<file path="config.mk">
export PLATFORM = sky130hd
export DESIGN_NAME = hv_counter_latch
export DESIGN_NICKNAME = d
export VERILOG_FILES = /design/src/source/ppu_mem_pkg.sv /design/src/source/ppu_bus_pkg.sv /design/src/source/hv_counter_latch.sv
export VERILOG_INCLUDE_DIRS = /design/src /design/src/source
export SDC_FILE = /design/constraint.sdc
export NUM_CORES = 1
export LEC_CHECK = 0
export BUFFER_PORTS_ARGS = -buffer_cell sky130_fd_sc_hd__buf_2
export CAP_MARGIN = 15
export CORE_MARGIN = 2
export CORE_UTILIZATION = 45
export DETAILED_ROUTE_END_ITERATION = 12
export MAX_ROUTING_LAYER = met4
export PLACE_DENSITY = 0.74
export SLEW_MARGIN = 15
export SYNTH_ARGS = -nofsm -noshare
export SYNTH_HDL_FRONTEND = slang
export SYNTH_SLANG_ARGS = --single-unit
</file>
<file path="constraint.sdc">
create_clock -name clk -period 4.74 [get_ports clk]
set_input_delay 0.474 -clock clk [delete_from_list [all_inputs] [get_ports clk]]
set_output_delay 0.474 -clock clk [all_outputs]
set_load 0.01 [all_outputs]
</file>
<file path="src/source/ppu_settings.svh">
// --------------------
// Frame timing, memory depths and
// the status version for the PPU CPU port
// --------------------

`ifndef PPU_SETTINGS_SVH
`define PPU_SETTINGS_SVH

// --------------------
// Beam timing

// Dots per scanline
`define PPU_H_DOTS 341
// Scanlines per frame
`define PPU_V_LINES 262

// --------------------
// Memories

`define PPU_VRAM_WORDS 32768
`define PPU_CGRAM_ENTRIES 256

// Low nibble of STAT78
`define PPU_VERSION 2

`endif
</file>
<file path="src/source/ppu_mem_pkg.sv">
// --------------------
// Memory and datapath types
// --------------------

package ppu_mem_pkg;

    // VRAM word address and word
    typedef logic [14:0] vram_addr_t;
    typedef logic [15:0] vram_word_t;

    // Palette index and BGR555 color
    typedef logic [7:0]  cgram_addr_t;
    typedef logic [14:0] color_t;

    // Beam position
    typedef logic [8:0]  hv_count_t;

    // Multiplier operand and signed product
    typedef logic [15:0] m7_operand_t;
    typedef logic [23:0] mul_result_t;

endpackage

</file>
<file path="src/source/ppu_bus_pkg.sv">
// --------------------
// Register bus types: operation codes
// and the data byte
// --------------------

package ppu_bus_pkg;

    // One code per register access on the CPU bus
    typedef enum logic [4:0] {
        B_NOP     = 5'd0,
        B_VMAIN   = 5'd1,
        B_VMADDL  = 5'd2,
        B_VMADDH  = 5'd3,
        B_VMDATAL = 5'd4,
        B_VMDATAH = 5'd5,
        B_RDVRAML = 5'd6,
        B_RDVRAMH = 5'd7,
        B_CGADD   = 5'd8,
        B_CGDATA  = 5'd9,
        B_RDCGRAM = 5'd10,
        B_M7A     = 5'd11,
        B_M7B     = 5'd12,
        B_MPYL    = 5'd13,
        B_MPYM    = 5'd14,
        B_MPYH    = 5'd15,
        B_SLHV    = 5'd16,
        B_OPHCT   = 5'd17,
        B_OPVCT   = 5'd18,
        B_STAT78  = 5'd19
    } b_op_t;

    // Write and read data on the bus
    typedef logic [7:0] bus_byte_t;

endpackage

</file>
<file path="src/source/hv_counter_latch.sv">
// --------------------
// Beam counters, software latch,
// two-byte readout and status byte
// --------------------

`timescale 1ns/1ps
`include "ppu_settings.svh"

module hv_counter_latch (
    input  logic                    clk,
    input  logic                    reset,
    input  logic                    hv_latch,
    input  logic                    hct_read,
    input  logic                    vct_read,
    input  logic                    stat_read,
    output ppu_mem_pkg::hv_count_t  h_ctr,
    output ppu_mem_pkg::hv_count_t  v_ctr,
    output ppu_bus_pkg::bus_byte_t  hct_byte,
    output ppu_bus_pkg::bus_byte_t  vct_byte,
    output ppu_bus_pkg::bus_byte_t  stat_byte
);
    import ppu_mem_pkg::*;

    hv_count_t h_lat;
    hv_count_t v_lat;
    logic      latch_flag;
    logic      h_tgl;
    logic      v_tgl;
    logic      h_wrap;
    logic      v_wrap;

    assign h_wrap = (h_ctr == hv_count_t'(`PPU_H_DOTS - 1));
    assign v_wrap = (v_ctr == hv_count_t'(`PPU_V_LINES - 1));

    always_ff @(posedge clk) begin
        if (reset) begin
            h_ctr <= '0;
            v_ctr <= '0;
        end else begin
            h_ctr <= h_wrap ? '0 : h_ctr + 9'd1;
            if (h_wrap) begin
                v_ctr <= v_wrap ? '0 : v_ctr + 9'd1;
            end
        end
    end

    // --------------------
    // Latch and readout state

    always_ff @(posedge clk) begin
        if (reset) begin
            h_lat <= '0;
            v_lat <= '0;
            {latch_flag, h_tgl, v_tgl} <= 3'b000;
        end else if (hv_latch) begin
            h_lat <= h_ctr;
            v_lat <= v_ctr;
            latch_flag <= 1'b1;
        end else if (hct_read) begin
            h_tgl <= ~h_tgl;
        end else if (vct_read) begin
            v_tgl <= ~v_tgl;
        end else if (stat_read) begin
            {latch_flag, h_tgl, v_tgl} <= 3'b000;
        end
    end

    // Second read of a counter returns bit 8
    assign hct_byte = h_tgl ? {7'h0, h_lat[8]} : h_lat[7:0];
    assign vct_byte = v_tgl ? {7'h0, v_lat[8]} : v_lat[7:0];
    // Field bit stays zero without interlace
    assign stat_byte = {1'b0, latch_flag, 2'b00, 4'(`PPU_VERSION)};

endmodule

</file>
# --- Word level (Yosys, flattened, before mapping) ---
# Index checks and enable logic that the tools add are counted.
word_totals:
  input_bits: 6
  register_bits: 39
  word_cells: 34
  out_inout_bits: 42
op_classes:
  n_bitwise: 4
  muxes: 9
  addsub: 2
  reduce_logical: 7
  eq_ne: 5
ops:
  columns: ["operator", "n"]
  rows:
  - ["$add 9x1->9 const B", 2]
  - ["$eq 9x9->1 const B", 2]
  - ["$mux 8", 2]
  - ["$mux 9", 1]
  - ["$reduce_and 3->1", 3]
  - ["$mux 1", 6]
  - ["$ne 2x2->1 const B", 3]
  - ["$reduce_bool 2->1", 3]
  - ["$not 1->1", 4]
  - ["$reduce_or 2->1", 1]

# --- Depth between registers and ports, before layout ---
# Gate-level depths: netlist of the first run.
depth:
  depth_word: 4
  depth_mapped: 8

# --- Worst setup path after synthesis of the first run ---
# Ideal clock, no wire load.
synth_timing:
  path_type: "reg2reg"
  startpoint: "reg h_ctr[0]"
  endpoint: "reg v_ctr[1]"
  arrival_time_ns: 1.501
  path_buffers: 1
  synth_period_minus_slack_ns: 1.571
  path_stages_with_launch: 8
  path_slack_ns: 3.169
  path_cell_list: "dfxtp_1 inv_1 ha_1 nand4bb_1 buf_2 or2_4 or3_1 a21oi_1"
synth_between:
  elab_chain_cells: 1
synth_rtl:
  columns: ["item", "line_no", "rtl"]
  rows:
  - ["start, declared", "hv_counter_latch.sv:16", "output ppu_mem_pkg::hv_count_t h_ctr,"]
  - ["start signal, assigned", "hv_counter_latch.sv:40", "h_ctr <= h_wrap ? '0 : h_ctr + 9'd1;"]
  - ["$eq 9x9->1", "hv_counter_latch.sv:32", "assign h_wrap = (h_ctr == hv_count_t'(`PPU_H_DOTS - 1));"]
  - ["end signal, assigned", "hv_counter_latch.sv:42", "v_ctr <= v_wrap ? '0 : v_ctr + 9'd1;"]
  - ["end, declared", "hv_counter_latch.sv:17", "output ppu_mem_pkg::hv_count_t v_ctr,"]
# No other way between the ends.
# A chain may end at the register's enable or synchronous reset.

# --- Worst setup path in the final report of the first run ---
# Ends and elaborated chain as after synthesis.

==> results.yml, run 1 <==
power:
  combPwrFrac: 0.050
  seqPwrFrac: 0.487
  p_int_mw: 0.556
  p_leak_nw: 1.02
  clockPowerShare: 0.463
  switching_share: 0.204
  ir_drop_uv: 186
  finalPower_mw: 0.699
  p_per_area_nw_per_um2: 329
  p_switching_mw: 0.143
floorplan:
  core.rowCount: 23
  die_h_um: 67.8
  fp.coreArea_um2: 3970
  initial_core_util: 0.461
  pin_count: 48
  dieWidth_um: 67.8
  dieArea_um2: 4600
critical_path:
  startpoint_type: "flop"
  reg2reg_to: "v_ctr[1]"
  critPathMaxStageDelay_ns: 0.40
  reg2reg_depth: 6
  r2r_start: "h_ctr[0]"
  cp_slowest_cell: "or2_4"
  path_class: "flop to flop"
  crit_fanout: 9
  r2r_setup_slack_ns: 2.90
  cp-end-kind: "flop"
  cp_top_family: "simple AND/OR/NAND/NOR gates"
  cp-startpoint: "h_ctr[0]"
  critPathBufInv: 1
  cp.required_ns: 4.96
  crit_chain: "inv_1 > ha_1 > nand4bb_1 > or2_4 > or3_1 > a21oi_1"
  arrival_ns: 2.06
placed_design:
  numPortBuffers: 40
  globalplace.congestion: 0.861
  hpwl_um: 2480
  placed_area_um2: 1990
  dp_slack_ns: 2.93
sta:
  rsz0062_at_grt: "false"
  skew_ns: 0.00602
  tightest_slew_ns: 0.595
  setup_viol: 0
  slew_viol_final: 0
  min_period_ns: 1.84
  layout_setup_ws_ns: 2.90
  hold_viol: 0
  max_slew_margin: 0.603
  max_freq_ghz: 0.545
  period_share: 0.387
  tns_ns: 0
logic_synthesis:
  synth.avg_cell_area_um2: 8.94
  yosysWarnings: 0
  synth_cells: 205
  synth_top_area_share: 0.426
  synth_area_leader_cell: "dfxtp_1"
  synth-seq-cells: 39
  synthArstFlopShare: 0
  synth_cell_types: 32
  seq_area_frac_synth: 0.426
  syn_area_um2: 1830
  synth.top_cells.by_area: "dfxtp_1 (43%), mux2i_1 (9.8%), nor2_1 (8.0%)"
  synth-main-ff-cell: "dfxtp_1"
  synth-edff-count: 0
cts:
  post_cts_buffers: 0
  cts_made_buffers: 5
  cts_sinks: 39
  clock_path_buffers: 2
  ctsHoldBuffers: 0
  clk_pin_slew_worst_paths_ns: 0.08
  htree_levels: 2
  clk_latency_ns: 0.29
  root_buffer: "clkbuf_8"
  cts_tree: "done"
  post_cts_resized: 0
global_routing:
  grt.overflow.total: 0
  grt_pass1_vias: 1249
  grt_max_degree: 27
  antenna_found_initial: 0
  track_usage: 0.173
  grt_pass1_wl_um: 5770
detailed_routing:
  dr.pass1.iters: 4
  drc: 0
  vias: 1438
  drt-total-wl_um: 3660
  drt_iter0_drc: 52
  avgViaCountPerCell: 5.01
  wl_per_cell_um: 12.8
  antenna_left: 0
cells_and_area:
  fillCellCount: 390
  postLayoutCoreUtil: 0.535
  layout-drive-gt1-share: 0.219
  fin_area_um2: 2130
  area_delta_synth_final_pct: 16.1
  antenna_cells: 0
  layout.nets: 246
job:
  cap_violations: 0
worst_hold_path:
  hold_path.startpoint: "hct_read"
  hold_end: "h_tgl"
  worstHoldPathCells: 3
  min_path_type: "primary input to flop"
run_status:
  status: "finished clean"
-- routing by layer --
metal	vias to the layer above	part of all wire	GRT usage
li1	728	-	-
met1	670	0.48	0.225
met2	33	0.45	0.252
met3	7	0.049	0.0483
met4	0	0.019	0.0750
met5	-	0	-
-- worst reg2reg max path, cell delays in order (launching register included) --
cell and delay (ns):
dfxtp_1 0.38, inv_1 0.09, ha_1 0.13, nand4bb_1 0.33, or2_4 0.40, or3_1 0.30
a21oi_1 0.14
-- state kept, by name, indices dropped and copies added (netlist names) --
signal / count
v_tgl: 1
h_lat: 9
v_lat: 9
latch_flag: 1
v_ctr: 9
h_tgl: 1
h_ctr: 9
-- metrics by stage --
stage               instances  hold WS, ns
detailed placement        279        0.478
finish                    287        0.469
CTS                       287        0.458
global route              287        0.484
floorplan                 210        0.452
global placement          279        0.464
-- synthesized netlist by cell type, types with 3 or more instances --
master,n
nand2_1,3
dfxtp_1,39
nor4_1,6
clkbuf_1,6
xnor2_1,7
nor2b_1,14
o21ai_0,3
inv_1,6
nand3_1,7
mux2i_1,18
ha_1,4
buf_4,9
nor2_1,39
a21oi_1,8
xor2_1,6
nand4_1,5
buf_2,6
-- placed cells by master, fill, tap and decap left out, types with 2 or more instances in the layout --
cell and instances:
dfxtp_1 39, nor2b_1 14, nand4_1 5, nand3_1 7, inv_1 6, nor3_1 2, bufinv_16 2, nand3b_1 2
mux2i_1 18, mux2_2 2, o21ai_0 3, ha_1 4, clkbuf_8 5, xor2_1 6, xnor2_1 7, conb_1 7
nor4_1 6, nand2_1 3, buf_2 40, nor2_1 39, a21oi_1 8
-- final cells by class --
class,instances,area (um2),share of cell area
Timing Repair Buffer,40,200,0.0942
Sequential cell,39,781,0.367
Inverter,6,22.5,0.0106
Multi-Input combinational cell,144,927,0.436
Clock inverter,2,60.1,0.0283
Tap cell,50,62.6,0.0294
Clock buffer,6,72.6,0.0341
-- power groups by stage --
stage               Combinational, mW  Clock, mW  Sequential, mW
floorplan                      0.0343          0           0.344
global placement               0.0352          0           0.347
detailed placement             0.0352          0           0.348
CTS                            0.0355      0.329           0.340
global route                   0.0393      0.342           0.341
finish                         0.0350      0.323           0.340
-- logic make-up (layout without fill, tap and decap cells) --
kind of cell               count (synthesis)  in the layout  synth area share
and+or+nand+nor                           87             87             0.253
DFF                                       39             39             0.426
buffers and inverters                     27             54            0.0779
muxes                                     20             20             0.111
AOI/OAI and AO/OA                         13             13            0.0389
xor gates and xnor gates                  13             13            0.0622
adders and majority gates                  4              4            0.0273
other                                      2              7           0.00410
-- worst max path at each step --
| stage | to | slack, ns | depth (start not counted) |
|---|---|---|---|
| finish | v_ctr[1] | 2.90 | 6 |
| global route | v_ctr[1] | 2.77 | 6 |
| CTS | hct_byte[0] | 2.92 | 2 |
| detailed placement | v_ctr[1] | 2.93 | 6 |
| global placement | v_ctr[1] | 3.02 | 6 |
| floorplan | v_ctr[1] | 3.17 | 7 |
(Power assumes the default switching activity.)
==> run 2, diff against run 1 <==
ABC_AREA = 1   (was not set)
PLACE_DENSITY = 0.73   (was 0.74)
clock period = 1.9 ns   (was 4.74 ns; I/O delays follow)
==> run 2 against run 1 <==
Global-route usage up 2.2 points. Non-clock buffer count up 2. Clock-buffer cell count up 1. Clock power up 65%. Critical path type unchanged. First-iteration DRC count up 46%. Final cell count up 26%.
==> results.yml, run 2 <==
run_status:
  status: "finished clean"
global_routing:
  grt.overflow.total: 0
  grt_pass1_vias: 1537
  grt_max_degree: 25
  antenna_found_initial: 0
  track_usage: 0.195
  grt_pass1_wl_um: 6690
cells_and_area:
  layout_common_cells: "nand2_1 (54), buf_2 (40), inv_1 (39), dfxtp_1 (39), nor2_1 (37)"
  antenna_cells: 0
  area_delta_synth_final_pct: 14.6
  final_common_cell: "nand2_1"
  layout-drive-gt1-share: 0.179
  postLayoutCoreUtil: 0.539
  instances_no_fill: 363
  layout.nets: 322
detailed_routing:
  drt-total-wl_um: 4060
  vias: 1761
  drc: 0
  dr.pass1.iters: 4
  drt_iter0_drc: 76
  avgViaCountPerCell: 4.85
  antenna_left: 0
  wl_per_cell_um: 11.2
floorplan:
  core.rowCount: 23
  dieWidth_um: 68.7
  pin_count: 48
  die_h_um: 68.7
  fp.coreArea_um2: 4000
  initial_core_util: 0.471
  dieArea_um2: 4720
sta:
  rsz0062_at_grt: "false"
  slew_viol_final: 0
  setup_viol: 0
  period_share: 0.795
  min_period_ns: 1.51
  tns_ns: 0
  max_freq_ghz: 0.662
  skew_ns: 0.0104
  hold_viol: 0
logic_synthesis:
  synth-seq-cells: 39
  synth_cells: 275
  seq_area_frac_synth: 0.415
  synth_cell_types: 24
  synth_area_leader_cell: "dfxtp_1"
  yosysWarnings: 0
  synth.avg_cell_area_um2: 6.85
  synth.top_cells.by_area: "dfxtp_1 (41%), nand2_1 (11%), inv_1 (7.8%)"
  synth-edff-count: 0
  syn_area_um2: 1880
  synth-main-ff-cell: "dfxtp_1"
  yosysMostFrequentCell: "nand2_1"
  synth_top_area_share: 0.415
  synth_common_cells: "nand2_1 (54), dfxtp_1 (39), inv_1 (39)"
  synthArstFlopShare: 0
critical_path:
  cp-end-kind: "flop"
  path_class: "flop to flop"
  startpoint_type: "flop"
  crit_fanout: 11
  arrival_ns: 1.70
  cp.required_ns: 2.09
placed_design:
  numPortBuffers: 40
  hpwl_um: 2980
  globalplace.congestion: 0.849
  dp.cells: 355
cts:
  clock_path_buffers: 2
  clk_latency_ns: 0.29
  post_cts_buffers: 0
  cts_tree: "done"
  cts_made_buffers: 5
  cts_sinks: 39
  root_buffer: "clkbuf_8"
  clk_pin_slew_worst_paths_ns: 0.08
  htree_levels: 2
  post_cts_resized: 0
  ctsHoldBuffers: 0
power:
  ir_drop_uv: 592
  p_per_area_nw_per_um2: 714
  p_leak_nw: 0.991
job:
  cap_violations: 0
worst_hold_path:
  min_path_type: "primary input to flop"
## run 2: cell count changes after synthesis, moves of 3 or more
cell     delta
xor2_1      -5
nor2_2      +3
mux2i_1    -18
nand2_1    +51
o21ai_0    +18
inv_1      +33
nor4_1      -6
a21oi_1    +18
xnor2_1     -6
nand3_1     +7
buf_2       -4
nor2b_1    -14
## run 2: metrics by stage
stage | cell area (um2) | hold slack (ns) | total power [mW] | setup slack [ns]
floorplan | 1900 | 0.259 | 0.986 | 0.600
global placement | 2080 | 0.447 | 1.02 | 0.452
detailed placement | 2080 | 0.454 | 1.02 | 0.420
CTS | 2160 | 0.144 | 1.56 | 0.400
global route | 2160 | 0.152 | 1.62 | 0.211
finish | 2160 | 0.157 | 1.54 | 0.389
## run 2: layer usage
| metal | global-route usage | vias up | share of wire |
|---|---|---|---|
| met4 | 0.0760 | 0 | 0.013 |
| met5 | - | - | 0 |
| met1 | 0.231 | 790 | 0.45 |
| li1 | - | 929 | - |
| met2 | 0.321 | 37 | 0.49 |
| met3 | 0.0455 | 5 | 0.043 |
## run 2: layout make-up
cell class | count | area (um2)
Clock buffer | 7 | 76.3
Clock inverter | 1 | 5.00
Fill cell | 412 | 1840
Inverter | 40 | 150
Multi-Input combinational cell | 184 | 867
Sequential cell | 39 | 781
Tap cell | 50 | 62.6
Timing Repair Buffer | 42 | 215
## run 2: final timing paths
check                           cells past startpoint  startpoint  slack [ns]  endpoint
worst min register to register                      2    h_lat[4]        0.46  h_lat[4]
worst max register to register                      9    h_ctr[1]        0.39  v_ctr[3]
worst max-delay path                                9    h_ctr[1]        0.39  v_ctr[3]
worst min-delay path                                2       reset        0.16  v_ctr[4]
## run 2: kinds of logic after synthesis
group,share of synthesized area
AO/OA/AOI/OAI,0.134
other,0.00399
flip-flops,0.415
buffers and inverters,0.135
AND/OR/NAND/NOR,0.276
XOR/XNOR,0.00930
adder cells (fa/ha/maj),0.0266
## run 2: worst max-delay path, cell delays in order (launching register included)
cell and delay [ns]:
dfxtp_1 0.37, inv_1 0.11, ha_1 0.15, nand2_1 0.06
inv_1 0.06, nand2_1 0.05, nor2_2 0.36, nand3_1 0.12
nand2_1 0.11, nor2_2 0.04
## run 2: report_power, final
part           switching (mW)  internal, mW
combinational          0.0865        0.0500
clock                   0.275         0.258
sequential             0.0237         0.846
==> run 3, diff against run 2 <==
clock period = 1.5 ns   (was 1.9 ns; I/O delays follow)
==> run 3 against run 2 <==
Clock power increased by 72%. Final cell count increased by 1.7%. Global-route usage increased by 0.56 points. First-iteration DRC count increased by 7.9%. Clock-buffer cell count decreased by 1. Fmax increased by 10%. Sequential power increased by 26%. Power increased by 43%. Core utilization increased by 2.3 points. Register-to-register slack got worse by 0.26 ns. Non-clock buffer count increased by 6. Largest power group unchanged.
==> results.yml, run 3 (same netlist as run 2, synthesis figures left out) <==
cells_and_area:
  fin_area_um2: 2250
  antenna_cells: 0
  area_delta_synth_final_pct: 19.5
  fillCellCount: 418
  layout-drive-gt1-share: 0.204
  layout.nets: 328
  final_common_cell: "nand2_1"
  layout_common_cells: "nand2_1 (54), buf_2 (40), inv_1 (39), dfxtp_1 (39), nor2_1 (37)"
global_routing:
  grt_pass1_vias: 1615
  track_usage: 0.201
  grt_pass1_wl_um: 6960
  grt.overflow.total: 0
  antenna_found_initial: 0
  grt_max_degree: 25
cts:
  htree_levels: 2
  root_buffer: "clkbuf_8"
  ctsHoldBuffers: 0
  post_cts_buffers: 0
  clk_pin_slew_worst_paths_ns: 0.08
  post_cts_resized: 0
  clock_path_buffers: 2
  cts_made_buffers: 5
  cts_sinks: 39
  clk_latency_ns: 0.30
  cts_tree: "done"
placed_design:
  globalplace.congestion: 0.836
  numPortBuffers: 40
  hpwl_um: 3040
  placed_area_um2: 2120
critical_path:
  reg2reg_to: "v_ctr[8]"
  r2r_setup_slack_ns: 0.13
  crit_fanout: 7
  cp-startpoint: "h_ctr[1]"
  setup.worst_path.end: "v_ctr[8]"
  reg2reg_depth: 7
  path_class: "flop to flop"
  cp-end-kind: "flop"
  cp.required_ns: 1.69
  startpoint_type: "flop"
  arrival_ns: 1.56
  r2r_start: "h_ctr[1]"
power:
  p_per_area_nw_per_um2: 975
  finalPower_mw: 2.20
  ir_drop_uv: 518
  p_leak_nw: 1.05
sta:
  rsz0062_at_grt: "false"
  min_period_ns: 1.37
  skew_ns: 0.00852
  tns_ns: 0
  max_freq_ghz: 0.728
  setup_viol: 0
  hold_viol: 0
  slew_viol_final: 0
  period_share: 0.916
floorplan:
  initial_core_util: 0.471
  fp.coreArea_um2: 4000
  dieWidth_um: 68.7
  die_h_um: 68.7
  core.rowCount: 23
  pin_count: 48
  dieArea_um2: 4720
detailed_routing:
  vias: 1823
  wl_per_cell_um: 11.1
  dr.pass1.iters: 4
  drt-total-wl_um: 4110
  antenna_left: 0
  drc: 0
  drt_iter0_drc: 82
  avgViaCountPerCell: 4.94
worst_hold_path:
  hold_path.startpoint: "reset"
  min_path_type: "primary input to flop"
run_status:
  status: "finished clean"
job:
  cap_violations: 0
-- run 3: cell count changes in the layout (fill, tap and decap cells not counted) --
cell,change
clkbuf_8,+1
clkbuf_1,-2
o21ai_2,-1
o21ai_4,+1
bufinv_16,+1
buf_4,+6
nor3b_1,-1
nor3b_2,+1
-- run 3: per-layer routing --
layer  track usage  part of all wire
met2         0.343              0.49
met1         0.231              0.44
met3        0.0487             0.056
met4        0.0662             0.013
met5             -                 0
-- run 3: final cells by class --
class,instances,area [um2],area share
Multi-Input combinational cell,184,880,0.391
Sequential cell,39,781,0.347
Timing Repair Buffer,48,260,0.116
Inverter,40,150,0.0667
Clock buffer,6,82.6,0.0367
Tap cell,50,62.6,0.0278
Clock inverter,2,35.0,0.0156
-- run 3: through the flow --
stage	hold WS (ns)	worst slack (ns)	cells	util
2_1_floorplan	0.219	0.200	280	-
3_3_place_gp	0.416	0.179	361	0.530
3_5_place_dp	0.416	0.124	361	0.530
4_1_cts	0.0975	0.0999	369	0.560
5_1_grt	0.112	0.00445	369	0.563
6_report	0.109	0.126	369	0.563
-- run 3: critical path, cell delays in order, from the launching register on --
cell and delay [ns]:
dfxtp_1 0.35, inv_1 0.08, ha_1 0.15, nand2_1 0.07, nor2_1 0.17, nand2_2 0.17
o21ai_4 0.21, nor2_1 0.07
-- run 3: how the worst min path moves through the flow --
stage / cells after the start / to
finish: 2 / v_tgl
global route: 2 / v_ctr[4]
CTS: 2 / v_tgl
detailed placement: 2 / v_tgl
global placement: 2 / v_ctr[5]
floorplan: 1 / v_ctr[6]
-- run 3: where the power goes --
part	switching [mW]	internal (mW)	total, mW
clock	0.378	0.538	0.916
combinational	0.113	0.0691	0.182
sequential	0.0252	1.07	1.10
total	0.516	1.68	2.20
