## src/source/ppu_settings.svh

```systemverilog
// --------------------
// Frame timing, memory depths and
// the status version for the PPU CPU port
// --------------------

`ifndef PPU_SETTINGS_SVH
`define PPU_SETTINGS_SVH

// --------------------
// Beam timing

// Dots per scanline
`define PPU_H_DOTS 341
// Scanlines per frame
`define PPU_V_LINES 262

// --------------------
// Memories

`define PPU_VRAM_WORDS 32768
`define PPU_CGRAM_ENTRIES 256

// Low nibble of STAT78
`define PPU_VERSION 2

`endif
```

## src/source/ppu_mem_pkg.sv

```systemverilog
// --------------------
// Memory and datapath types
// --------------------

package ppu_mem_pkg;

    // VRAM word address and word
    typedef logic [14:0] vram_addr_t;
    typedef logic [15:0] vram_word_t;

    // Palette index and BGR555 color
    typedef logic [7:0]  cgram_addr_t;
    typedef logic [14:0] color_t;

    // Beam position
    typedef logic [8:0]  hv_count_t;

    // Multiplier operand and signed product
    typedef logic [15:0] m7_operand_t;
    typedef logic [23:0] mul_result_t;

endpackage

```

## src/source/ppu_bus_pkg.sv

```systemverilog
// --------------------
// Register bus types: operation codes
// and the data byte
// --------------------

package ppu_bus_pkg;

    // One code per register access on the CPU bus
    typedef enum logic [4:0] {
        B_NOP     = 5'd0,
        B_VMAIN   = 5'd1,
        B_VMADDL  = 5'd2,
        B_VMADDH  = 5'd3,
        B_VMDATAL = 5'd4,
        B_VMDATAH = 5'd5,
        B_RDVRAML = 5'd6,
        B_RDVRAMH = 5'd7,
        B_CGADD   = 5'd8,
        B_CGDATA  = 5'd9,
        B_RDCGRAM = 5'd10,
        B_M7A     = 5'd11,
        B_M7B     = 5'd12,
        B_MPYL    = 5'd13,
        B_MPYM    = 5'd14,
        B_MPYH    = 5'd15,
        B_SLHV    = 5'd16,
        B_OPHCT   = 5'd17,
        B_OPVCT   = 5'd18,
        B_STAT78  = 5'd19
    } b_op_t;

    // Write and read data on the bus
    typedef logic [7:0] bus_byte_t;

endpackage

```

## src/source/m7_multiplier.sv

```systemverilog
// --------------------
// Write-twice operands and 16x8 signed product
// --------------------

`timescale 1ns/1ps

module m7_multiplier (
    input  logic                      clk,
    input  logic                      reset,
    input  logic                      m7a_wr,
    input  logic                      m7b_wr,
    input  ppu_bus_pkg::bus_byte_t    wdata,
    output ppu_mem_pkg::mul_result_t  product
);
    import ppu_bus_pkg::*;
    import ppu_mem_pkg::*;

    m7_operand_t m7_a;
    bus_byte_t   m7_b;
    // Last byte written to either operand
    bus_byte_t   m7_old;

    always_ff @(posedge clk) begin
        if (reset) begin
            m7_a <= '0;
            m7_b <= '0;
            m7_old <= '0;
        end else if (m7a_wr) begin
            m7_a <= {wdata, m7_old};
            m7_old <= wdata;
        end else if (m7b_wr) begin
            m7_b <= wdata;
            m7_old <= wdata;
        end
    end

    // Both sides sign-extended to the 24-bit result
    assign product = $signed(m7_a) * $signed(m7_b);

endmodule

```

## config.mk

```make
export PLATFORM = sky130hd
export DESIGN_NAME = m7_multiplier
export DESIGN_NICKNAME = d
export VERILOG_FILES = /design/src/source/ppu_settings.svh /design/src/source/ppu_mem_pkg.sv /design/src/source/ppu_bus_pkg.sv /design/src/source/m7_multiplier.sv
export SDC_FILE = /design/constraint.sdc
export NUM_CORES = 1
export LEC_CHECK = 0
export ABC_AREA = 1
export BUFFER_PORTS_ARGS = -buffer_cell sky130_fd_sc_hd__buf_2
export CAP_MARGIN = 15
export CORE_MARGIN = 5
export CORE_UTILIZATION = 58
export CTS_CLUSTER_DIAMETER = 30
export DETAILED_ROUTE_END_ITERATION = 8
export GPL_TIMING_DRIVEN = 0
export PLACE_DENSITY = 0.91
export RECOVER_POWER = 100
export SLEW_MARGIN = 20
export SYNTH_ARGS = -nofsm -noshare
export SYNTH_HDL_FRONTEND = slang
export SYNTH_SLANG_ARGS = --single-unit
```

## constraint.sdc

```tcl
create_clock -name clk -period 4.6 [get_ports clk]
set_clock_uncertainty 0.1 [all_clocks]
set_input_delay 0.23 -clock clk [delete_from_list [all_inputs] [get_ports clk]]
set_output_delay 0.23 -clock clk [all_outputs]
set_load 0.01 [all_outputs]
```

======== Yosys cells after proc, flatten, opt, wreduce, memory -nomap -nowiden ========
Index checks and enable logic that the tools add are counted.
cells by class
  bitwise operators ....................... 1
  reductions and logical operators ........ 2
  shift-type cells ........................ 0
  order comparisons ....................... 0
  div/mod/pow operators ................... 0
  add/sub/neg operators ................... 0
  $mul .................................... 1
  mux-type cells .......................... 2
  equality and inequality tests ........... 0
operators by type and width
  cell                         number
  multiplier 16 x 8 -> 24 bit  1
  2-to-1 mux 8 bit             2
  AND reduction 2 bit          1
  nonzero test 2 bit           1
  NOT 1 bit                    1
word-level totals
  output and inout bits ................... 24
  RAM bits ................................ 0
  bits in latches ......................... 0
  input bits .............................. 12
  memories kept ........................... 0
  memory bits (read-only) ................. 0
  register bits ........................... 32
  word-level logic and storage cells ...... 9

======== Longest topological paths before layout ========
Gate-level depths: netlist of run 1.
  depth after elaboration ................. 2
  depth in mapped cells ................... 24
  gate-level depth less buffers ........... 22

======== Worst setup path before layout of run 1 ========
Ideal clock, no wire load.
  kind .................................... flip-flop to output port
  start point ............................. register m7_b[2]
  end point ............................... output product[23]
  stages on the path, launching flop included .. 19
  path slack .............................. 101 ps
  path buffers ............................ 2
  required time ........................... 4270 ps
  data arrival time ....................... 4169 ps
  cell sequence ........................... dfxtp_1 -> clkbuf_1 -> clkbuf_1 -> nand2_1 -> fa_1 -> inv_1 -> fa_1 -> inv_1 -> fa_1 -> inv_1 -> fa_1 -> ha_1 -> a21oi_1 -> nand2_1 -> nor2_1 -> nand2_1 -> nor2_1 -> nand2_1 -> nand2_1
on the way
  cells in the longest elaborated chain, start to end .. 1
ends and longest elaborated chain
  what                         line                 RTL
  start: declaration           m7_multiplier.sv:19  bus_byte_t m7_b;
  start signal: assignment     m7_multiplier.sv:32  m7_b <= wdata;
  multiplier 16 x 8 -> 24 bit  m7_multiplier.sv:38  assign product = $signed(m7_a) * $signed(m7_b);
  end: declaration             m7_multiplier.sv:13  output ppu_mem_pkg::mul_result_t product
No other way between the ends.

======== Worst setup path after layout of run 1 ========
  start point ............................. register m7_b[2]
  end point ............................... output product[21]
The elaborated chain is that of the path after synthesis.

==> flow_summary_export.csv, run 1 <==
group,metric,value,unit
status,outcome,"finished, violations left",
status,failed_checks,"negative setup slack",
setup_path,worstReg2RegStart,"m7_b[7]",
floorplan,die_width,114,um
drt,drc,0,
clock_tree,clockRootBuffer,"clkbuf_8",
pwr,comb_power_share,0.470,
clock_tree,h-tree-depth,2,
global_route,grt_pass1_wl,27.08,mm
global_route,grt_start_max_net_pins,13,
synth,synthesis.yosys.warnings,0,
sta,max_slew_margin,0.6427,
pwr,design_power_total,1034,uW
sta,setup_repair_after_global_routing_missed_its_margin,"true",
finish,most_common_library_cell_in_the_layout_ignoring_fill_and_taps,"nand2_1",
clock_tree,cts_buffer_depth,2,
finish,antenna_cells,0,
pwr,internal_power,605.6,uW
drt,route.antenna.remaining_nets,0,
placed_design,dpl.hpwl,11.54,mm
finish,final_cell_area,0.007749,mm2
finish,area.growth.synth_to_final,23.51,%
placed_design,final_weighted_congestion_of_routability_driven_global_placement,0.9117,
setup_path,critPathLaunch,"m7_b[2]",
pwr,seq_power_share,0.310,
synth,synthCells,906,
drt,avgRoutedWirePerCell,16.95,um
hold_path,worst_hold_start,"reset",
sta,min_period_over_period,1.040,
sta,fin_ws,-0.1850,ns
setup_path,cp-end-kind,"primary output",
synth,synth_xor_xnor_area_share,0.01815,
clock_tree,clock_insertion_delay_worst_skew,0.30,ns
hold_path,hold_class,"primary input to register",
pwr,ir_drop,137.4,uV
finish,mostFrequentLayoutCells,"nand2_1 (243), inv_1 (236), fa_1 (96), buf_4 (37)",
global_route,global_route.usage.total,0.2582,
synth,syn-cell-area,0.006274,mm2
finish,nNetsFinal,1126,
synth,largest_family_of_logic_cells_by_synthesized_area,"adder cells",
sta,final.setup.tns,-0.8178,ns
sta,final.min_clock_period,4.785,ns
floorplan,fp-row-count,38,
floorplan,floorplan.initialDensity,0.5864,
synth,ys_seq_elements,32,
flow_run,maxCapViolCount,0,
pwr,netSwitchingFraction,0.4140,
sta,fmax,209.0,MHz
clock_tree,cts.hold.buffers_added,0,
global_route,grt_antenna_before_repair,0,
pwr,reported_net_switching_power,427.9,uW
drt,detailedRoute.firstPassIterationCount,7,
synth,yosysSeqAreaShare,0.1021,
synth,syn-num-nets,1066,
drt,routed_wl,18.77,mm
drt,via_per_inst,5.574,
pwr,static-leakage-power,0.004647,uW
synth,post_synth_mux_area_share,0,
drt,drt_iter0_drc,703,
pwr,power_per_cell_area,133.4,mW/mm2
pwr,share_of_power_burned_in_the_clock_network,0.221,
placed_design,placement.setup.worst_slack,-0.6264,ns
sta,setup_viol,11,
clock_tree,cts_clock_pin_slew_for_the_worst_setup_and_hold_paths,0.08,ns
global_route,first_global_vias,6168,
clock_tree,cts_buffers,5,
synth,synth_compound_gate_area_share,0.04448,
drt,routed_vias,6170,
sta,worstMarginPinSlew,0.5359,ns
floorplan,floorplan.die.height,114,um
setup_path,r2r_slack,3.64,ns
sta,worst_hold_slack,0.04871,ns
floorplan,die-area,0.01300,mm2
synth,synthesis.area_per_instance,6.924,um2
placed_design,portBuffers,34,
synth,synth_simple_gate_area_share,0.2363,
clock_tree,tritoncts,"built",
setup_path,worst-setup-path-type,"register to primary output",
sta,timing.final.max_slew_violations,0,
setup_path,worst-endpoint-arrival,4.45,ns
sta,finalHoldViolCount,0,
synth,post_synth_fa_ha_maj_area_fraction,0.4184,
synth,synthDistinctLibCells,29,
setup_path,crit_fanout,5,
placed_design,placement.cell_area,0.006619,mm2
clock_tree,clkSinkCount,32,
finish,layout-drive-gt1-share,0.2658,
setup_path,worst-endpoint-required,4.27,ns
setup_path,critPathLaunchType,"register",
floorplan,design.portCount,36,
floorplan,fp.coreArea,0.01070,mm2
global_route,grt_overflow,0,
==> per-layer routing <==
layer | track usage | share of wire | up-vias
met4 | 0.1457 | 0.074 | 0
met5 | 0 | 0 | -
met3 | 0.04032 | 0.085 | 171
li1 | - | - | 2692
met2 | 0.4746 | 0.51 | 419
met1 | 0.2802 | 0.33 | 2888
==> synthesized netlist by cell type <==
cell type	number	area (um2)
inv_2	8	30.03
a21boi_1	1	7.510
a211oi_1	1	7.510
nand3_1	25	125.1
nand3_2	4	40.04
nand4_1	4	25.02
o21bai_1	2	15.01
ha_1	45	563.0
nor2_1	34	127.6
buf_2	2	10.01
clkinv_1	1	3.750
a21oi_2	1	8.760
and2_1	1	6.260
nand2_2	6	37.54
buf_1	2	7.510
xor2_1	8	70.07
o21ai_1	1	5.000
inv_1	255	957.2
nand2_1	273	1025
a21oi_1	44	220.2
nor2_2	6	37.54
or2_2	2	12.51
clkbuf_1	33	123.9
nor2_4	3	33.78
nand4_2	1	12.51
xnor2_1	5	43.79
dfxtp_1	32	640.6
fa_1	103	2062
o21ai_0	3	15.01
==> power by group through the flow <==
stage | Clock, uW | Sequential [uW] | Combinational [uW]
after floorplan | 0 | 301 | 248
after global placement | 0 | 301 | 340
after detailed placement | 0 | 302 | 353
after CTS | 224 | 317 | 392
after global routing | 237 | 322 | 523
final | 228 | 320 | 485
==> worst paths after layout <==
path	to	cells after the start
max	product[21]	19
min	m7_b[7]	2
min reg2reg	m7_a[6]	2
max reg2reg	m7_b[7]	3
==> sequential cells by signal (all words and copies together), names as in the netlist <==
name,cells
m7_b,8
m7_a,16
m7_old,8
==> stage by stage <==
stage / cells / util
6_report: 1107 / 0.7243
5_1_grt: 1107 / 0.7243
4_1_cts: 1084 / 0.6720
3_5_place_dp: 1080 / 0.6187
3_3_place_gp: 1080 / 0.6187
2_1_floorplan: 906 / -
==> kinds of logic (layout without fill, tap and decap cells) <==
kind of cell	after synthesis	in the layout
XOR/XNOR	13	13
buffers and inverters	301	362
adder cells (fa/ha/maj)	148	148
AND/OR/NAND/NOR	359	359
AO/OA/AOI/OAI	53	53
flip-flops	32	32
==> area by class of cell <==
cell class | count | area [um2]
plain buffers | 14 | 160.2
clock inverters | 3 | 23.77
well taps | 140 | 175.2
inverters | 264 | 996.0
repair buffers | 76 | 531.8
fillers | 677 | 2949
clock buffers | 5 | 68.82
flip-flops and latches | 32 | 690.7
multi-input cells | 573 | 5102
==> critical path, stage by stage (launching register included) <==
cell       delay [ns]
dfxtp_4          0.40
clkbuf_16        0.17
nand2_1          0.08
fa_2             0.58
inv_1            0.07
fa_2             0.58
fa_1             0.43
inv_1            0.09
fa_1             0.41
inv_1            0.11
ha_4             0.22
nand2_2          0.12
inv_2            0.07
nand2_1          0.10
nand3_2          0.10
a21oi_2          0.19
nand3_1          0.12
nand2_1          0.11
nand2_1          0.06
buf_2            0.13
==> repair_timing <==
action                                  CTS  global route
endpoints found under the setup margin   19            16
pin swaps                                16            67
setup buffers                            19            20
gates resized for setup                 106           109
cloned                                    0             3
No activity file was read; power rests on OpenSTA's default activity.
==> inputs of run 2 (changes only) <==
Settings changed: CORE_ASPECT_RATIO set to 0.8.
==> flow_summary_export.csv, run 2 (synthesis gave the netlist of run 1 again) <==
group,metric,value,unit
sta,timing.final.max_slew_violations,0,
finish,flip_flop_count_of_the_largest_register_all_copies_and_words_added,16,
global_route,grt_pass1_wl,27.42,mm
sta,fmax,214.4,MHz
setup_path,worst-endpoint-arrival,4.33,ns
setup_path,worst-endpoint-required,4.27,ns
sta,worstMarginPinSlew,0.5330,ns
floorplan,fp-row-count,34,
setup_path,slowest_stage,"fa_1",
placed_design,portBuffers,34,
sta,fin_ws,-0.06323,ns
setup_path,critPathMaxStageDelay,0.55,ns
clock_tree,h-tree-depth,2,
sta,final.min_clock_period,4.663,ns
status,outcome,"finished, violations left",
drt,detailedRoute.firstPassIterationCount,8,
global_route,grt_antenna_before_repair,0,
finish,largest-register,"m7_a",
clock_tree,clkSinkCount,32,
finish,nNetsFinal,1115,
finish,most_common_library_cell_in_the_layout_ignoring_fill_and_taps,"nand2_1",
finish,area_used_by_multi_input_combinational_logic,0.004965,mm2
setup_path,critPathLaunchType,"register",
sta,max_slew_margin,0.6447,
floorplan,fp.coreArea,0.01072,mm2
flow_run,maxCapViolCount,0,
drt,drt_iter0_drc,575,
drt,avgRoutedWirePerCell,15.48,um
setup_path,crit_fanout,10,
clock_tree,clockRootBuffer,"clkbuf_16",
global_route,first_global_vias,6145,
clock_tree,clock_insertion_delay_worst_skew,0.28,ns
placed_design,final_weighted_congestion_of_routability_driven_global_placement,0.9352,
finish,mostFrequentLayoutCells,"nand2_1 (255), inv_1 (241), fa_1 (98), a21oi_1 (39), buf_2 (35)",
clock_tree,cts.hold.buffers_added,0,
finish,layout-drive-gt1-share,0.2312,
setup_path,worst-setup-path-type,"register to primary output",
finish,layout.filler_cells,786,
finish,finish.utilization,0.7063,
clock_tree,cts_clock_pin_slew_for_the_worst_setup_and_hold_paths,0.05,ns
placed_design,dpl.hpwl,11.65,mm
setup_path,r2r_slack,3.60,ns
clock_tree,tritoncts,"built",
pwr,power_per_cell_area,143.3,mW/mm2
status,failed_checks,"negative setup slack",
global_route,global_route.usage.total,0.2610,
setup_path,sequence_of_cells_on_the_critical_path,"clkinv_4 > buf_12 > nor2_4 > fa_1 > fa_1 > fa_1 > inv_2 > fa_1 > inv_2 > ha_4 > nand2_1 > inv_2 > nand3_2 > nor2_1 > o21ai_1 > nand2_1 > nand2_1 > nand2_1 > buf_2",
floorplan,floorplan.initialDensity,0.5852,
floorplan,die_width,126.3,um
setup_path,timing.critical_path.max_delay_family,"adder cells",
setup_path,cp-end-kind,"primary output",
drt,via_per_inst,5.317,
floorplan,design.portCount,36,
finish,largest_registers,"m7_a (16), m7_b (8), m7_old (8)",
finish,area.growth.synth_to_final,20.70,%
drt,route.antenna.remaining_nets,0,
global_route,grt_start_max_net_pins,11,
hold_path,hold_class,"primary input to register",
floorplan,floorplan.die.height,103.0,um
placed_design,placement.setup.worst_slack,-0.7298,ns
global_route,grt_overflow,0,
finish,antenna_cells,0,
sta,finalHoldViolCount,0,
drt,drc,0,
drt,routed_wl,17.03,mm
clock_tree,cts_buffer_depth,2,
sta,min_period_over_period,1.014,
sta,final.setup.tns,-0.1179,ns
floorplan,die-area,0.01301,mm2
pwr,ir_drop,197.6,uV
drt,routed_vias,5849,
setup_path,cp_num_buf_inv,6,
sta,setup_viol,4,
clock_tree,cts_buffers,5,
pwr,static-leakage-power,0.004530,uW
sta,setup_repair_after_global_routing_missed_its_margin,"true",
finish,area.sequential,688.2,um2
[run 2: cell types whose count changed in the layout (fill, tap and decap cells not counted), moves of 3 or more]
cell,before,now
nor2_4,13,9
nand2_2,26,19
buf_4,37,27
clkbuf_16,3,8
inv_1,236,241
nand2_4,10,4
a21oi_1,36,39
buf_8,6,2
inv_2,27,22
nor2_2,7,11
nand2_1,243,255
[run 2: final timing paths]
kind | start | end | depth (start not counted)
worst max-delay path | m7_b[7] | product[18] | 19
worst min-delay path | wdata[7] | m7_a[15] | 3
worst max register to register | m7_b[7] | m7_b[7] | 3
worst min register to register | m7_old[5] | m7_a[5] | 2
[run 2: per-layer routing]
layer,up-vias,part of all wire,track usage
li1,2667,-,-
met1,2798,0.35,0.3053
met2,329,0.52,0.4863
met3,55,0.090,0.03884
met4,0,0.031,0.1080
met5,-,0,0
[run 2: through the flow]
step | std cells | total power, uW | cell area (um2) | hold slack, ns
after global placement | 1084 | 637.8 | 6624 | 0.3529
after global routing | 1100 | 1143 | 7572 | 0.1251
final | 1100 | 1085 | 7572 | 0.1103
after floorplan | 906 | 548.5 | 6274 | 0.1991
after CTS | 1086 | 1020 | 7184 | 0.06154
after detailed placement | 1084 | 651.8 | 6624 | 0.3574
[run 2: worst register-to-register path, stage by stage, from the launching register on]
cell      delay, ns
dfxtp_2        0.34
clkinv_4       0.10
buf_4          0.15
a211oi_1       0.22
[run 2: area by class of cell]
| class | instances | area share |
|---|---|---|
| Clock inverter | 2 | 0.001322 |
| Buffer | 14 | 0.02346 |
| Timing Repair Buffer | 65 | 0.05502 |
| Multi-Input combinational cell | 573 | 0.6557 |
| Tap cell | 144 | 0.02379 |
| Sequential cell | 32 | 0.09088 |
| Clock buffer | 6 | 0.01834 |
| Inverter | 264 | 0.1315 |
[run 2: report_power, final]
part | internal [uW] | switching (uW)
combinational | 184 | 249
clock | 213 | 118
sequential | 292 | 29.3
[run 2: what timing repair did]
action | 4_1_cts | 5_1_grt
hold endpoints to repair | 0 | 0
pin swaps | 10 | 39
endpoints found under the setup margin | 18 | 17
cloned | 0 | 1
gates resized for setup | 100 | 78
setup buffers | 17 | 13
==> inputs of run 3 (changes only) <==
Settings changed: CTS_BUF_LIST set to sky130_fd_sc_hd__clkbuf_16.
==> flow_summary_export.csv, run 3 (synthesis gave the netlist of run 1 again) <==
group,metric,value,unit
status,outcome,"finished, violations left",
status,failed_checks,"negative setup slack",
floorplan,floorplan.die.height,103.0,um
floorplan,die-area,0.01301,mm2
sta,fin_ws,-0.04845,ns
floorplan,design.portCount,36,
pwr,power_per_cell_area,141.2,mW/mm2
setup_path,crit_fanout,10,
sta,worstMarginPinSlew,0.5297,ns
setup_path,cp-end-kind,"primary output",
sta,setup_repair_after_global_routing_missed_its_margin,"true",
finish,largest-register,"m7_a",
drt,route.antenna.remaining_nets,0,
hold_path,timing.hold.worst_path_depth,3,
setup_path,worst_r2r_path_depth,3,
clock_tree,cts_clock_pin_slew_for_the_worst_setup_and_hold_paths,0.05,ns
drt,routed_vias,5846,
drt,drc,0,
sta,timing.final.max_slew_violations,0,
global_route,grt_start_max_net_pins,11,
drt,avgRoutedWirePerCell,15.47,um
setup_path,critPathLaunchType,"register",
finish,area.growth.synth_to_final,20.48,%
placed_design,placement.setup.worst_slack,-0.7298,ns
finish,layout-drive-gt1-share,0.2251,
pwr,seq_power_share,0.300,
clock_tree,tritoncts,"built",
floorplan,fp.coreArea,0.01072,mm2
drt,drt_iter0_drc,514,
global_route,grt_overflow,0,
finish,most_common_library_cell_in_the_layout_ignoring_fill_and_taps,"nand2_1",
clock_tree,clkSinkCount,32,
pwr,reported_net_switching_power,396.2,uW
finish,largest_registers,"m7_a (16), m7_b (8), m7_old (8)",
sta,final.min_clock_period,4.648,ns
drt,routed_wl,17.01,mm
clock_tree,clock_insertion_delay_worst_skew,0.28,ns
finish,layout.filler_cells,786,
drt,via_per_inst,5.319,
pwr,comb_power_share,0.404,
placed_design,portBuffers,34,
finish,antenna_cells,0,
floorplan,die_width,126.3,um
sta,max_slew_margin,0.6469,
pwr,static-leakage-power,0.004516,uW
global_route,grt_pass1_wl,27.41,mm
finish,mostFrequentLayoutCells,"nand2_1 (256), inv_1 (243), fa_1 (98), a21oi_1 (39), buf_2 (35)",
pwr,internal_power,670.8,uW
placed_design,final_weighted_congestion_of_routability_driven_global_placement,0.9352,
pwr,ir_drop,205.9,uV
sta,fmax,215.1,MHz
drt,detailedRoute.firstPassIterationCount,5,
clock_tree,h-tree-depth,2,
floorplan,fp-row-count,34,
finish,flip_flop_count_of_the_largest_register_all_copies_and_words_added,16,
setup_path,worst-endpoint-required,4.27,ns
setup_path,worst-endpoint-arrival,4.32,ns
clock_tree,cts.hold.buffers_added,0,
clock_tree,cts_buffers,5,
setup_path,worst-setup-path-type,"register to primary output",
hold_path,hold_class,"primary input to register",
pwr,netSwitchingFraction,0.3713,
global_route,global_route.usage.total,0.2609,
sta,min_period_over_period,1.011,
global_route,grt_antenna_before_repair,0,
clock_tree,cts_buffer_depth,2,
clock_tree,clockRootBuffer,"clkbuf_16",
flow_run,maxCapViolCount,0,
placed_design,dpl.hpwl,11.65,mm
pwr,design_power_total,1067,uW
global_route,first_global_vias,6142,
sta,finalHoldViolCount,0,
floorplan,floorplan.initialDensity,0.5852,
finish,nNetsFinal,1114,
pwr,share_of_power_burned_in_the_clock_network,0.296,
sta,setup_viol,3,
## run 3: power groups by stage
| stage | clock network (uW) | registers (uW) | logic, uW |
|---|---|---|---|
| final | 316 | 320 | 431 |
| after CTS | 310 | 319 | 374 |
| after global placement | 0 | 301 | 337 |
| after detailed placement | 0 | 302 | 350 |
| after global routing | 325 | 322 | 477 |
| after floorplan | 0 | 301 | 248 |
## run 3: repair_timing
action,CTS,global route
gates cloned,0,1
buffers inserted,17,12
pin swaps,10,39
endpoints found under the setup margin,18,17
gates resized for setup,100,75
## run 3: worst max-delay path: stages (launching register included)
cell and delay (ns):
dfxtp_2 0.34, clkinv_4 0.10, buf_12 0.17, nor2_4 0.09, fa_1 0.45, fa_1 0.52
fa_1 0.52, inv_2 0.04, fa_1 0.55, inv_2 0.06, ha_4 0.30, nand2_1 0.07
inv_2 0.08, nand3_2 0.09, nor2_1 0.20, o21ai_1 0.13, nand2_1 0.08, nand2_1 0.05
nand2_1 0.06, buf_2 0.12
## run 3: path summary, 6_finish.rpt
| kind | slack (ns) | from | endpoint |
|---|---|---|---|
| worst max-delay path | -0.05 | m7_b[7] | product[18] |
| worst min-delay path | 0.12 | wdata[7] | m7_a[15] |
| worst max register to register | 3.59 | m7_b[7] | m7_b[7] |
| worst min register to register | 0.36 | m7_old[7] | m7_a[7] |
## run 3: cell type report
cell class | instances | area (um2) | area share
timing repair buffer | 64 | 421.7 | 0.05579
buffer | 14 | 178.9 | 0.02367
inverter | 264 | 996.0 | 0.1318
tap | 144 | 180.2 | 0.02384
multi-input combinational | 573 | 4952 | 0.6552
clock inverter | 3 | 13.76 | 0.001821
sequential | 32 | 690.7 | 0.09138
clock buffer | 5 | 125.1 | 0.01655
## run 3: metal layers
| metal | GRT usage | wire length (um) | share of wire | vias up |
|---|---|---|---|---|
| met1 | 0.3052 | 6141 | 0.36 | 2805 |
| li1 | - | - | - | 2666 |
| met2 | 0.4859 | 8827 | 0.52 | 309 |
| met4 | 0.1080 | 653 | 0.038 | 0 |
| met3 | 0.03884 | 1383 | 0.081 | 66 |
| met5 | 0 | 0 | 0 | - |
## run 3: metrics by stage
step | hold slack (ns) | TNS [ns] | util | cells | instance area (um2)
after floorplan | 0.1991 | 0 | - | 906 | 6274
after global placement | 0.3529 | -6.654 | 0.6179 | 1084 | 6624
after detailed placement | 0.3574 | -7.557 | 0.6179 | 1084 | 6624
after CTS | 0.06261 | 0 | 0.6692 | 1086 | 7174
after global routing | 0.1242 | -1.840 | 0.7051 | 1099 | 7559
final | 0.1157 | -0.09671 | 0.7051 | 1099 | 7559
